`src/hdl/fpAddSettings.svh`:
```
`ifndef FP_ADD_SETTINGS_SVH
`define FP_ADD_SETTINGS_SVH

// binary16 field widths
`define EXPONENT 5 // Biased exponent
`define MANTISSA 10 // Stored fraction, hidden one not counted
`define SIGN 1
`define DWIDTH (`SIGN+`EXPONENT+`MANTISSA) // Full word, 16

// Leading-zero count, must hold 0 to DWIDTH
`define SHIFT_WIDTH 5

`endif

```
`src/hdl/fpAddPkg.sv`:
```
`include "fpAddSettings.svh"

package fpAddPkg;

	// IEEE binary16 word, sign on top
	typedef struct packed {
		logic sign;
		logic [`EXPONENT-1:0] exp; // Biased by 15
		logic [`MANTISSA-1:0] frac;
	} fpHalf;

	// Significand work vector
	// Bit 16 carry, bit 15 hidden one, then fraction
	// Low bits hold guard, round and sticky for rounding
	typedef logic [`DWIDTH:0] preSum;

	// Operand class after flushing subnormals
	typedef enum logic [1:0] {
		clsZero,
		clsNormal,
		clsInf,
		clsNan
	} opClass;

endpackage

```
`src/hdl/fpAddAlign.sv`:
```
`timescale 1ns/1ns
`include "fpAddSettings.svh"

module fpAddAlign (
	input fpAddPkg::fpHalf a,
	input fpAddPkg::fpHalf b,
	input logic op, // 1 computes a minus b
	output logic bigSign,
	output logic [`EXPONENT-1:0] bigExp,
	output fpAddPkg::preSum bigSig,
	output fpAddPkg::preSum smallSig,
	output logic effSub,
	output logic special,
	output fpAddPkg::fpHalf specialWord,
	output logic invalidOp
);
	import fpAddPkg::*;

	localparam logic [`EXPONENT-1:0] expMax = '1;
	localparam logic [`MANTISSA-1:0] zeroFrac = '0;
	localparam fpHalf quietNan = 16'h7E00;

	opClass aCls, bCls;
	logic bSign; // Sign of b with op applied
	logic [`MANTISSA-1:0] aFrac, bFrac; // Flushed fractions
	logic [`MANTISSA-1:0] bigFrac, smallFrac;
	logic [`EXPONENT-1:0] smallExp, expDiff;
	logic swap; // b is larger in magnitude
	preSum smallFull, smallShifted, lostMask;
	logic lost; // Bits shifted past the sticky field

	function automatic opClass classify(input fpHalf x);
		opClass cls;
		if (x.exp == '0)
			cls = clsZero; // Subnormals count as zero
		else if (x.exp != expMax)
			cls = clsNormal;
		else if (x.frac == '0)
			cls = clsInf;
		else
			cls = clsNan;
		return cls;
	endfunction

	assign aCls = classify(a);
	assign bCls = classify(b);
	assign bSign = b.sign ^ op;
	assign effSub = a.sign ^ bSign; // Signs differ after op

	assign aFrac = (aCls == clsZero) ? zeroFrac : a.frac;
	assign bFrac = (bCls == clsZero) ? zeroFrac : b.frac;

	// Order by exponent, then fraction
	assign swap = {b.exp, bFrac} > {a.exp, aFrac};
	assign bigSign = swap ? bSign : a.sign;
	assign bigExp = swap ? b.exp : a.exp;
	assign bigFrac = swap ? bFrac : aFrac;
	assign smallExp = swap ? a.exp : b.exp;
	assign smallFrac = swap ? aFrac : bFrac;
	assign expDiff = bigExp - smallExp; // Never negative

	// Carry clear, hidden one only for nonzero operands
	assign bigSig = {1'b0, |bigExp, bigFrac, {(`DWIDTH-`MANTISSA-1){1'b0}}};
	assign smallFull = {1'b0, |smallExp, smallFrac, {(`DWIDTH-`MANTISSA-1){1'b0}}};

	// Mask wraps to all ones once the shift passes the vector
	assign lostMask = (preSum'(1) << expDiff) - 1'b1;
	assign smallShifted = smallFull >> expDiff;
	assign lost = |(smallFull & lostMask);
	assign smallSig = {smallShifted[`DWIDTH:1], smallShifted[0] | lost}; // Jam into bit 0

	always_comb begin
		special = 1'b1;
		invalidOp = 1'b0;
		specialWord = quietNan;
		if (aCls == clsNan || bCls == clsNan)
			specialWord = quietNan; // Any NaN in gives quiet NaN out
		else if (aCls == clsInf && bCls == clsInf && effSub)
			invalidOp = 1'b1; // Inf minus inf
		else if (aCls == clsInf)
			specialWord = {a.sign, expMax, zeroFrac};
		else if (bCls == clsInf)
			specialWord = {bSign, expMax, zeroFrac};
		else if (aCls == clsZero && bCls == clsZero)
			specialWord = {a.sign & bSign, {`EXPONENT{1'b0}}, zeroFrac}; // -0 only for -0 + -0
		else
			special = 1'b0; // Regular datapath
	end

endmodule

```
`src/hdl/fpAddExecute.sv`:
```
`timescale 1ns/1ns
`include "fpAddSettings.svh"

module fpAddExecute (
	input fpAddPkg::preSum bigSig,
	input fpAddPkg::preSum smallSig,
	input logic effSub,
	input logic bigSign,
	output fpAddPkg::preSum rawSum,
	output logic sumSign,
	output logic [`SHIFT_WIDTH-1:0] shift
);

	// Operands already ordered so the difference stays positive
	assign rawSum = effSub ? (bigSig - smallSig) : (bigSig + smallSig);
	assign sumSign = bigSign; // Larger operand sets the sign

	// Leading zeros below the carry bit
	// Highest set bit wins since the loop runs upward
	always_comb begin
		shift = `SHIFT_WIDTH'(`DWIDTH); // All-zero sum
		for (int i = 0; i < `DWIDTH; i++) begin
			if (rawSum[i])
				shift = `SHIFT_WIDTH'(`DWIDTH - 1 - i);
		end
		if (rawSum[`DWIDTH])
			shift = '0; // Carry out, shift handled in normalize
	end

endmodule

```
`src/hdl/fpAddNormalizeShift1.sv`:
```
`timescale 1ns/1ns
`include "fpAddSettings.svh"

module fpAddNormalizeShift1 (
	input fpAddPkg::preSum rawSum,
	input logic [`SHIFT_WIDTH-1:0] shift,
	output fpAddPkg::preSum pssum
);

	logic carry; // Sum overflowed into bit 16
	logic [`DWIDTH-1:0] body; // Hidden one and everything below
	logic [`DWIDTH-1:0] bodyShifted;

	assign carry = rawSum[`DWIDTH];
	assign body = rawSum[`DWIDTH-1:0];

	// Leading one moves up to bit 15, zeros fill from below
	// Shift is zero whenever carry is set
	assign bodyShifted = body << shift;

	assign pssum = {carry, bodyShifted}; // Carry stays in place

endmodule

```
`src/hdl/fpAddNormalizeShift2.sv`:
```
`timescale 1ns/1ns
`include "fpAddSettings.svh"

module fpAddNormalizeShift2 (
	input fpAddPkg::preSum pssum,
	input logic [`EXPONENT-1:0] cExp,
	input logic [`SHIFT_WIDTH-1:0] shift,
	output logic [`MANTISSA-1:0] normM,
	output logic [`EXPONENT:0] normE,
	output logic zeroSum,
	output logic negE,
	output logic fg,
	output logic r,
	output logic s
);

	logic msbShift; // Carry set, fields sit one place higher
	logic [`EXPONENT:0] expOk;

	assign msbShift = pssum[`DWIDTH];
	assign zeroSum = ~|pssum;

	// Exponent in 6-bit two's complement
	assign expOk = {1'b0, cExp} - {{(`EXPONENT+1-`SHIFT_WIDTH){1'b0}}, shift};
	assign normE = msbShift ? expOk + 1'b1 : expOk;
	assign negE = normE[`EXPONENT];

	// Fraction 15:6 on carry, else 14:5 under the hidden one
	assign normM = msbShift ? pssum[`DWIDTH-1:`EXPONENT+1] : pssum[`DWIDTH-2:`EXPONENT];
	assign fg = msbShift ? pssum[`EXPONENT] : pssum[`EXPONENT-1];
	assign r = msbShift ? pssum[`EXPONENT-1] : pssum[`EXPONENT-2];
	assign s = msbShift ? |pssum[`EXPONENT-2:0] : |pssum[`EXPONENT-3:0];

endmodule

```
`src/hdl/fpAddRound.sv`:
```
`timescale 1ns/1ns
`include "fpAddSettings.svh"

module fpAddRound (
	input logic [`MANTISSA-1:0] normM,
	input logic [`EXPONENT:0] normE,
	input logic zeroSum,
	input logic negE,
	input logic fg,
	input logic r,
	input logic s,
	input logic sumSign,
	input logic special,
	input fpAddPkg::fpHalf specialWord,
	input logic invalidOp,
	output fpAddPkg::fpHalf word,
	output logic overflow,
	output logic underflow,
	output logic invalid,
	output logic inexact
);

	localparam logic [`EXPONENT-1:0] expMax = '1;

	logic roundUp;
	logic [`MANTISSA:0] mRound; // Top bit is the mantissa carry
	logic [`EXPONENT+1:0] eRound; // Wide enough for 31 plus a carry
	logic ovf;
	logic unf;

	// Nearest even, ties go to an even LSB
	assign roundUp = fg & (r | s | normM[0]);
	assign mRound = {1'b0, normM} + roundUp;
	assign eRound = {1'b0, normE} + mRound[`MANTISSA]; // Fraction wraps to zero on carry

	assign ovf = ~negE & (eRound >= {2'b00, expMax});
	assign unf = negE | (eRound == '0); // Below smallest normal

	always_comb begin
		word = {sumSign, eRound[`EXPONENT-1:0], mRound[`MANTISSA-1:0]};
		overflow = 1'b0;
		underflow = 1'b0;
		invalid = 1'b0;
		inexact = fg | r | s;
		if (special) begin
			word = specialWord; // NaN, inf or zero operands
			invalid = invalidOp;
			inexact = 1'b0;
		end else if (zeroSum) begin
			word = '0; // Exact cancellation is +0
		end else if (ovf) begin
			word = {sumSign, expMax, {`MANTISSA{1'b0}}};
			overflow = 1'b1;
			inexact = 1'b1;
		end else if (unf) begin
			word = {sumSign, {(`EXPONENT+`MANTISSA){1'b0}}}; // Flush to signed zero
			underflow = 1'b1;
		end
	end

endmodule

```
`src/hdl/fpAddSub.sv`:
```
`timescale 1ns/1ns
`include "fpAddSettings.svh"

module fpAddSub (
	input logic clk,
	input logic reset,
	input logic inValid,
	input fpAddPkg::fpHalf a,
	input fpAddPkg::fpHalf b,
	input logic op,
	output logic outValid,
	output fpAddPkg::fpHalf result,
	output logic overflow,
	output logic underflow,
	output logic invalid,
	output logic inexact
);
	import fpAddPkg::*;

	// Align stage outputs and stage 1 registers
	logic alBigSign, alEffSub, alSpecial, alInvalidOp;
	logic [`EXPONENT-1:0] alBigExp;
	preSum alBigSig, alSmallSig;
	fpHalf alSpecialWord;
	logic v1, s1BigSign, s1EffSub, s1Special, s1InvalidOp;
	logic [`EXPONENT-1:0] s1BigExp;
	preSum s1BigSig, s1SmallSig;
	fpHalf s1SpecialWord;

	// Execute outputs and stage 2 registers
	preSum exRawSum;
	logic exSumSign;
	logic [`SHIFT_WIDTH-1:0] exShift;
	logic v2, s2SumSign, s2Special, s2InvalidOp;
	preSum s2RawSum;
	logic [`SHIFT_WIDTH-1:0] s2Shift;
	logic [`EXPONENT-1:0] s2Exp;
	fpHalf s2SpecialWord;

	// Normalize outputs and stage 3 registers
	preSum nmPssum;
	logic [`MANTISSA-1:0] nmNormM;
	logic [`EXPONENT:0] nmNormE;
	logic nmZeroSum, nmNegE, nmFg, nmR, nmS;
	logic v3, s3SumSign, s3Special, s3InvalidOp;
	logic [`MANTISSA-1:0] s3NormM;
	logic [`EXPONENT:0] s3NormE;
	logic s3ZeroSum, s3NegE, s3Fg, s3R, s3S;
	fpHalf s3SpecialWord;

	// Round outputs feed the output register
	fpHalf rdWord;
	logic rdOverflow, rdUnderflow, rdInvalid, rdInexact;

	fpAddAlign align (
		.a(a), .b(b), .op(op),
		.bigSign(alBigSign), .bigExp(alBigExp),
		.bigSig(alBigSig), .smallSig(alSmallSig), .effSub(alEffSub),
		.special(alSpecial), .specialWord(alSpecialWord), .invalidOp(alInvalidOp)
	);

	fpAddExecute execute (
		.bigSig(s1BigSig), .smallSig(s1SmallSig), .effSub(s1EffSub), .bigSign(s1BigSign),
		.rawSum(exRawSum), .sumSign(exSumSign), .shift(exShift)
	);

	fpAddNormalizeShift1 normShift1 (
		.rawSum(s2RawSum), .shift(s2Shift), .pssum(nmPssum)
	);

	fpAddNormalizeShift2 normShift2 (
		.pssum(nmPssum), .cExp(s2Exp), .shift(s2Shift),
		.normM(nmNormM), .normE(nmNormE), .zeroSum(nmZeroSum), .negE(nmNegE),
		.fg(nmFg), .r(nmR), .s(nmS)
	);

	fpAddRound round (
		.normM(s3NormM), .normE(s3NormE), .zeroSum(s3ZeroSum), .negE(s3NegE),
		.fg(s3Fg), .r(s3R), .s(s3S), .sumSign(s3SumSign),
		.special(s3Special), .specialWord(s3SpecialWord), .invalidOp(s3InvalidOp),
		.word(rdWord), .overflow(rdOverflow), .underflow(rdUnderflow),
		.invalid(rdInvalid), .inexact(rdInexact)
	);

	// Valid chain, four cycles input to output
	always_ff @(posedge clk) begin
		if (reset) begin
			v1 <= 1'b0;
			v2 <= 1'b0;
			v3 <= 1'b0;
			outValid <= 1'b0;
		end else begin
			v1 <= inValid;
			v2 <= v1;
			v3 <= v2;
			outValid <= v3;
		end
	end

	// Payload registers, loaded every cycle
	always_ff @(posedge clk) begin
		s1BigSign <= alBigSign;
		s1BigExp <= alBigExp;
		s1BigSig <= alBigSig;
		s1SmallSig <= alSmallSig;
		s1EffSub <= alEffSub;
		s1Special <= alSpecial;
		s1SpecialWord <= alSpecialWord;
		s1InvalidOp <= alInvalidOp;

		s2RawSum <= exRawSum;
		s2SumSign <= exSumSign;
		s2Shift <= exShift;
		s2Exp <= s1BigExp; // Common exponent rides along
		s2Special <= s1Special;
		s2SpecialWord <= s1SpecialWord;
		s2InvalidOp <= s1InvalidOp;

		s3NormM <= nmNormM;
		s3NormE <= nmNormE;
		s3ZeroSum <= nmZeroSum;
		s3NegE <= nmNegE;
		s3Fg <= nmFg;
		s3R <= nmR;
		s3S <= nmS;
		s3SumSign <= s2SumSign;
		s3Special <= s2Special;
		s3SpecialWord <= s2SpecialWord;
		s3InvalidOp <= s2InvalidOp;

		result <= rdWord;
		overflow <= rdOverflow;
		underflow <= rdUnderflow;
		invalid <= rdInvalid;
		inexact <= rdInexact;
	end

endmodule

```
`config.mk`:
```
export PLATFORM = sky130hd
export DESIGN_NAME = fpAddSub
export DESIGN_NICKNAME = d
export VERILOG_FILES = /design/src/hdl/fpAddPkg.sv /design/src/hdl/fpAddAlign.sv /design/src/hdl/fpAddExecute.sv /design/src/hdl/fpAddNormalizeShift1.sv /design/src/hdl/fpAddNormalizeShift2.sv /design/src/hdl/fpAddRound.sv /design/src/hdl/fpAddSub.sv
export VERILOG_INCLUDE_DIRS = /design/src /design/src/hdl
export SDC_FILE = /design/constraint.sdc
export NUM_CORES = 1
export LEC_CHECK = 0
export BUFFER_PORTS_ARGS = -buffer_cell sky130_fd_sc_hd__buf_2
export CAP_MARGIN = 20
export CORE_UTILIZATION = 40
export CTS_BUF_LIST = sky130_fd_sc_hd__clkbuf_8 sky130_fd_sc_hd__clkbuf_16
export CTS_CLUSTER_SIZE = 10
export DETAILED_ROUTE_END_ITERATION = 7
export SETUP_SLACK_MARGIN = 0.2
export SKIP_LAST_GASP = 1
export SLEW_MARGIN = 10
export SYNTH_ARGS = -nofsm -noshare
export SYNTH_HDL_FRONTEND = slang
export SYNTH_SLANG_ARGS = --single-unit
```
`constraint.sdc`:
```
create_clock -name clk -period 9.75 [get_ports clk]
set_input_delay 1.95 -clock clk [delete_from_list [all_inputs] [get_ports clk]]
set_output_delay 1.95 -clock clk [all_outputs]
set_load 0.05 [all_outputs]
```
Yosys cells after proc, flatten, opt, wreduce, memory -nomap -nowiden:

Cells that the tools add are included.

* bits in registers: 163
* word-level logic and storage cells: 154

* add/sub/neg operators: 8
* $lt $le $gt $ge: 2
* eq/ne operators: 6
* shift-type cells: 3
* muxes and demuxes: 47
* bitwise gates (word level): 13
* reductions and logical operators: 27

Operator list (count)
* 2-to-1 mux 16 bit: 5
* 2-to-1 mux 10 bit: 5
* OR reduction 17 bit: 2
* 2-to-1 mux 15 bit: 2
* 2-to-1 mux 4 bit: 7
* logical NOT 10 bit: 2
* adder 16 x 17 -> 17 bit: 1
* bitwise AND 16 x 17 -> 17 bit: 1
* 2-to-1 mux 17 bit: 1
* << shifter 1 x 5 -> 17 bit, first input constant: 1
* right shift 16 x 5 -> 17 bit: 1
* subtractor 16 x 17 -> 17 bit: 1
* subtractor 17 x 1 -> 17 bit, second input constant: 1
* OR reduction 16 bit: 1
* << shifter 16 x 5 -> 16 bit: 1
* greater-than comparator 15 bit: 1
* 2-to-1 mux 5 bit: 3
* OR reduction 5 bit: 3
* 2-to-1 mux 1 bit: 13
* 2-to-1 mux 2 bit: 6
* 2-to-1 mux 3 bit: 4
* adder 10 x 1 -> 11 bit: 1
* logical NOT 5 bit: 2
* inequality test 5 bit, second input constant: 2
* other kinds (20): 39

Depth between registers and ports, before layout:

* depth after elaboration: 17
* depth in mapped cells: 23
* mapped depth without buffers: 18

By module:

From an unflattened synthesis, not the netlist that was laid out.

* cell total of the unflattened synthesis: 990
* area total of the unflattened synthesis: 9203.8 um^2

Modules (own cells, without submodules)
* fpAddSub: instances 1, cells an instance 173, area each 3408.3 um^2, sequential area each 3383.2 um^2
* fpAddAlign: instances 1, cells an instance 344, area each 2244.7 um^2, sequential area each 0.0 um^2
* fpAddExecute: instances 1, cells an instance 238, area each 1660.3 um^2, sequential area each 0.0 um^2
* fpAddNormalizeShift1: instances 1, cells an instance 75, area each 745.7 um^2, sequential area each 0.0 um^2
* fpAddRound: instances 1, cells an instance 101, area each 651.9 um^2, sequential area each 0.0 um^2
* fpAddNormalizeShift2: instances 1, cells an instance 59, area each 493.0 um^2, sequential area each 0.0 um^2

Worst setup path after synthesis:

Ideal clock, no wire load.

* path type: in2reg
* start: input b[11] (netlist name)
* end: register s1SmallSig[0]
* library setup time: 0.079 ns
* arrival: 6.339 ns
* slack: 3.332 ns
* cell stages on the path: 21
* cell sequence: nor3_1 -> nand2_1 -> clkbuf_1 -> and2_1 -> ha_1 -> nand4_1 -> or2_1 -> a21o_1 -> a21oi_1 -> buf_2 -> clkbuf_1 -> clkbuf_1 -> a31oi_1 -> ha_1 -> clkbuf_1 -> clkinv_1 -> a21oi_1 -> mux2i_1 -> a211o_1 -> a31o_2 -> o211ai_1

* longest elaborated chain between the ends: 13
* elaborated cells between the ends (all ways): 18
* classes of those cells: add/sub: 2; order compare: 1; eq/ne: 1; shift: 2; mux: 6; bitwise: 2; reduce/logical: 4

Ends and longest elaborated chain
* start: declaration: line fpAddSub.sv:9 `input fpAddPkg::fpHalf b,`
* inequality test 5 bit: line fpAddAlign.sv:36 `else if (x.exp != expMax)`
* 2-to-1 mux 2 bit: line fpAddAlign.sv:36
* 2-to-1 mux 2 bit: line fpAddAlign.sv:34 `if (x.exp == '0)`
* logical NOT 2 bit: line fpAddAlign.sv:51 `assign bFrac = (bCls == clsZero) ? zeroFrac : b.frac;`
* 2-to-1 mux 10 bit: line fpAddAlign.sv:51
* greater-than comparator 15 bit: line fpAddAlign.sv:54 `assign swap = {b.exp, bFrac} > {a.exp, aFrac};`
* 2-to-1 mux 5 bit (on tied branches): line fpAddAlign.sv:56, fpAddAlign.sv:58
* subtractor 5 bit: line fpAddAlign.sv:60 `assign expDiff = bigExp - smallExp;`
* << shifter 1 x 5 -> 17 bit: line fpAddAlign.sv:67 `assign lostMask = (preSum'(1) << expDiff) - 1'b1;`
* subtractor 17 x 1 -> 17 bit: line fpAddAlign.sv:67
* bitwise AND 16 x 17 -> 17 bit: line fpAddAlign.sv:69 `assign lost = |(smallFull & lostMask);`
* OR reduction 17 bit: line fpAddAlign.sv:69
* OR 1 bit *: line fpAddAlign.sv:70 `` assign smallSig = {smallShifted[`DWIDTH:1], smallShifted[0] | lost}; ``
* net alSmallSig[0]: line fpAddSub.sv:23 `preSum alBigSig, alSmallSig;`
* end signal: assignment: line fpAddSub.sv:105 `s1SmallSig <= alSmallSig;`
* end: declaration: line fpAddSub.sv:27 `preSum s1BigSig, s1SmallSig;`

The timed path passes the listed nets; every way through them passes the cells marked *.
A chain may end at the register's enable or synchronous reset.

Worst setup path in the final report:

* start: input a[13] (netlist name)
* end: register s1SmallSig[0]

* longest elaborated chain between the ends: 13
* elaborated cells between the ends (all ways): 18
* classes of those cells: add/sub: 2; order compare: 1; eq/ne: 1; shift: 2; mux: 6; bitwise: 2; reduce/logical: 4

Ends and longest elaborated chain
* start: declaration: line fpAddSub.sv:8 `input fpAddPkg::fpHalf a,`
* inequality test 5 bit: line fpAddAlign.sv:36
* 2-to-1 mux 2 bit: line fpAddAlign.sv:36
* 2-to-1 mux 2 bit: line fpAddAlign.sv:34
* logical NOT 2 bit: line fpAddAlign.sv:50 `assign aFrac = (aCls == clsZero) ? zeroFrac : a.frac;`
* 2-to-1 mux 10 bit: line fpAddAlign.sv:50
* greater-than comparator 15 bit: line fpAddAlign.sv:54
* 2-to-1 mux 5 bit (on tied branches): line fpAddAlign.sv:56, fpAddAlign.sv:58
* subtractor 5 bit: line fpAddAlign.sv:60
* << shifter 1 x 5 -> 17 bit: line fpAddAlign.sv:67
* subtractor 17 x 1 -> 17 bit: line fpAddAlign.sv:67
* bitwise AND 16 x 17 -> 17 bit: line fpAddAlign.sv:69
* OR reduction 17 bit: line fpAddAlign.sv:69
* OR 1 bit *: line fpAddAlign.sv:70
* net alSmallSig[0]: line fpAddSub.sv:23

Marked as above.

==> impl_metrics.toml <==
[hold_path]
hold_class = "register to register"
min_from = "s1BigExp[3]"

[die]
pin_count = 57
dieArea_um2 = 18540
die_x_um = 136.2
rows = 48
start_util = 0.4134
core_um2 = 17420
dieHeight_um = 136.2

[power_and_ir_drop]
pwr-share-seq = 0.313
vdd_drop_max_uv = 183.1
combPwrFrac = 0.441
clockPowerShare = 0.246
p_leak_uw = 0.003503
intPower_uw = 1427
power_density_nw_per_um2 = 295.6
netSwitchingFraction = 0.4149
power_switching_uw = 1012

[route]
wl_um = 17030
viasPerCell = 5.459
drc = 0
wire_per_inst_um = 14.93
final_antenna_net_count = 0
drt-pass1-iter-count = 6
drt_iter0_drc = 441
vias = 6229

[placement]
gp_congestion = 0.9064
dpl_worst_slack_ns = 2.996
hpwl_um = 13430
io_buffers = 56

[worst_setup_path]
critPathMaxFanout = 18
startpoint_type = "input pin"
r2r_start = "s1SmallSig[0]"
critPathRequiredTime_ns = 10.08
crit_path_end_kind = "register"
arrival_ns = 6.76
path_delay_family = "simple AND/OR/NAND/NOR gates"
crit_buf_inv = 3
path_class = "input pin to register"
critPathLaunch = "a[13]"
worst_path_largest_cell_delay_ns = 0.74
crit_chain = "buf_2 -> nor3_1 -> nand3_1 -> nand2_1 -> inv_1 -> ha_1 -> nand3_1 -> nor4_1 -> and2_0 -> a31o_2 -> a31oi_1 -> ha_1 -> clkinv_1 -> a21oi_1 -> mux2i_1 -> a211o_1 -> a31o_2 -> o211ai_1"
cp_slowest_cell = "ha_1"

[clock_network]
cts_tree = "yes"
htree_levels = 4
postCtsHoldBufs = 0
cts_resized = 0
cts_sinks = 122
clock_latency_ns = 0.42
path_clk_slew_ns = 0.06
post_cts_buffers = 0
clock_path_buffers = 2
cts_root_buf = "clkbuf_16"
cts_buffers = 17

[synthesis]
yosysWarnings = 0
synthArstFlopShare = 0
ys_seq_area_frac = 0.3392
synth_ff_type = "dfxtp_1"
synth_edf_count = 0
syn-num-nets = 945
yosys.area.top_type_share = 0.3392
synth.cell_area_um2 = 7201
avgSynthCellArea_um2 = 8.402
synth_top_area_cell = "dfxtp_1"
synth_cells = 857
synth.distinct_cells = 66
ys_ff_latch = 122
yosys-top-cells-area = "dfxtp_1 (34%), ha_1 (8.7%), mux2i_1 (5.7%)"

[sta]
timing.setup.tns_ns = 0
period_minus_slack_ns = 6.426
slew_headroom = 0.4142
worstMarginPinSlew_ns = 0.8776
finalSetupViolations = 0
fin_ws_ns = 3.324
drv_slew = 0
hold_viol_final = 0
fmax_mhz = 155.6
skew_ns = 0.009397
rsz0062_at_grt = "false"
timing.final.crit_share = 0.6591

[global_routing]
grt_use_total = 0.1933
grt_max_degree = 40
overflow = 0
grt_pass1_vias = 5723
grt_pass1_wl_um = 28130
antenna_found_initial = 0

[final_layout]
mostFrequentLayoutCells = "dfxtp_1 (122), nand2_1 (84), inv_1 (66)"
final_common_cell = "dfxtp_1"
nets = 991
layout-drive-gt1-share = 0.1310
antennaDiodeCount = 0
syn2layout_area_growth_pct = 14.54

[run]
max-cap-violations = 0

[outcome]
status = "complete, no violations"
==> per-layer routing <==
metal  GRT usage  share of wire
met5           0              0
met4     0.08272          0.028
met3     0.04176          0.050
met2      0.2995           0.44
met1      0.2574           0.48
==> worst reg2reg max path, delay by kind of cell, from the launching register on <==
kind,cells,cell delay (ns)
xor+xnor,1,0.22
compound gates,6,1.68
fa+ha+maj,1,0.23
buf+inv,1,0.07
simple gates,3,0.78
flops,1,0.39
==> power groups by stage <==
stage          Combinational (uW)  Clock (uW)  Sequential, uW
6_report                     1080         601             762
3_5_place_dp                 1070           0             774
4_1_cts                      1080         612             764
2_1_floorplan                 758           0             841
5_1_grt                      1190         637             787
3_3_place_gp                 1070           0             771
==> registers in the layout (all words and copies together) (netlist names), 3 cells and up <==
register and count:
s3SpecialWord 3, s3NormE 5, s1SmallSig 16, s2Shift 5, s1BigExp 5, s2SpecialWord 3
s2RawSum 17, s3NormM 10, s1SpecialWord 3, s2Exp 5, result 16, s1BigSig 11
==> synthesized netlist by cell type, types with 4 or more instances <==
| cell type | instances |
|---|---|
| o21bai_1 | 7 |
| nor3_1 | 29 |
| dfxtp_1 | 122 |
| and3_1 | 6 |
| ha_1 | 50 |
| nor4_1 | 15 |
| clkbuf_1 | 22 |
| o31a_1 | 5 |
| or3_1 | 7 |
| nand3_1 | 27 |
| mux2_2 | 10 |
| inv_1 | 66 |
| a21o_1 | 12 |
| buf_1 | 6 |
| a211oi_1 | 19 |
| xor2_1 | 17 |
| o21a_1 | 6 |
| mux4_2 | 6 |
| o211ai_1 | 12 |
| xnor2_1 | 23 |
| mux2i_1 | 41 |
| and4_1 | 4 |
| nand2_1 | 84 |
| o31ai_1 | 4 |
| nor2_1 | 64 |
| nor2b_1 | 11 |
| a22oi_1 | 4 |
| a31oi_1 | 5 |
| a21oi_1 | 54 |
| o21ai_0 | 51 |
| nand2b_1 | 6 |
| nand4_1 | 7 |
| o22ai_1 | 5 |
==> cell type report <==
cell class	count	area, um2
fill	1727	9169
multi-input combinational	634	4379
sequential	122	2442
clock buffer	18	439.2
timing repair buffer	60	310.3
tap	225	281.5
inverter	68	255.2
clock inverter	14	140.1
==> logic make-up (layout without fill, tap and decap cells) <==
logic type,count (synthesis),count (layout),synth area share
and+or+nand+nor,271,271,0.1771
DFF,122,122,0.3392
AOI/OAI and AO/OA,213,213,0.1948
adders and majority gates,52,52,0.09244
muxes,57,57,0.09140
buffers and inverters,101,160,0.05421
xor gates and xnor gates,41,41,0.05091
==> per-stage QoR <==
step | std cells | util | total power [uW] | hold slack [ns] | area [um2]
after floorplan | 857 | - | 1599 | 0.3096 | 7201
after global placement | 1109 | 0.4403 | 1841 | 0.3107 | 7669
after detailed placement | 1109 | 0.4403 | 1845 | 0.3121 | 7669
after CTS | 1141 | 0.4736 | 2453 | 0.3246 | 8248
after global routing | 1141 | 0.4736 | 2619 | 0.3306 | 8248
final | 1141 | 0.4736 | 2438 | 0.3236 | 8248
==> final timing paths <==
kind	endpoint	slack (ns)	cells after the start
setup / recovery	s1SmallSig[0]	3.32	18
hold / removal	s2Exp[3]	0.32	0
setup reg to reg	s2Shift[3]	6.33	12
hold reg to reg	s2Exp[3]	0.32	0
No activity file was read; power rests on OpenSTA's default activity.
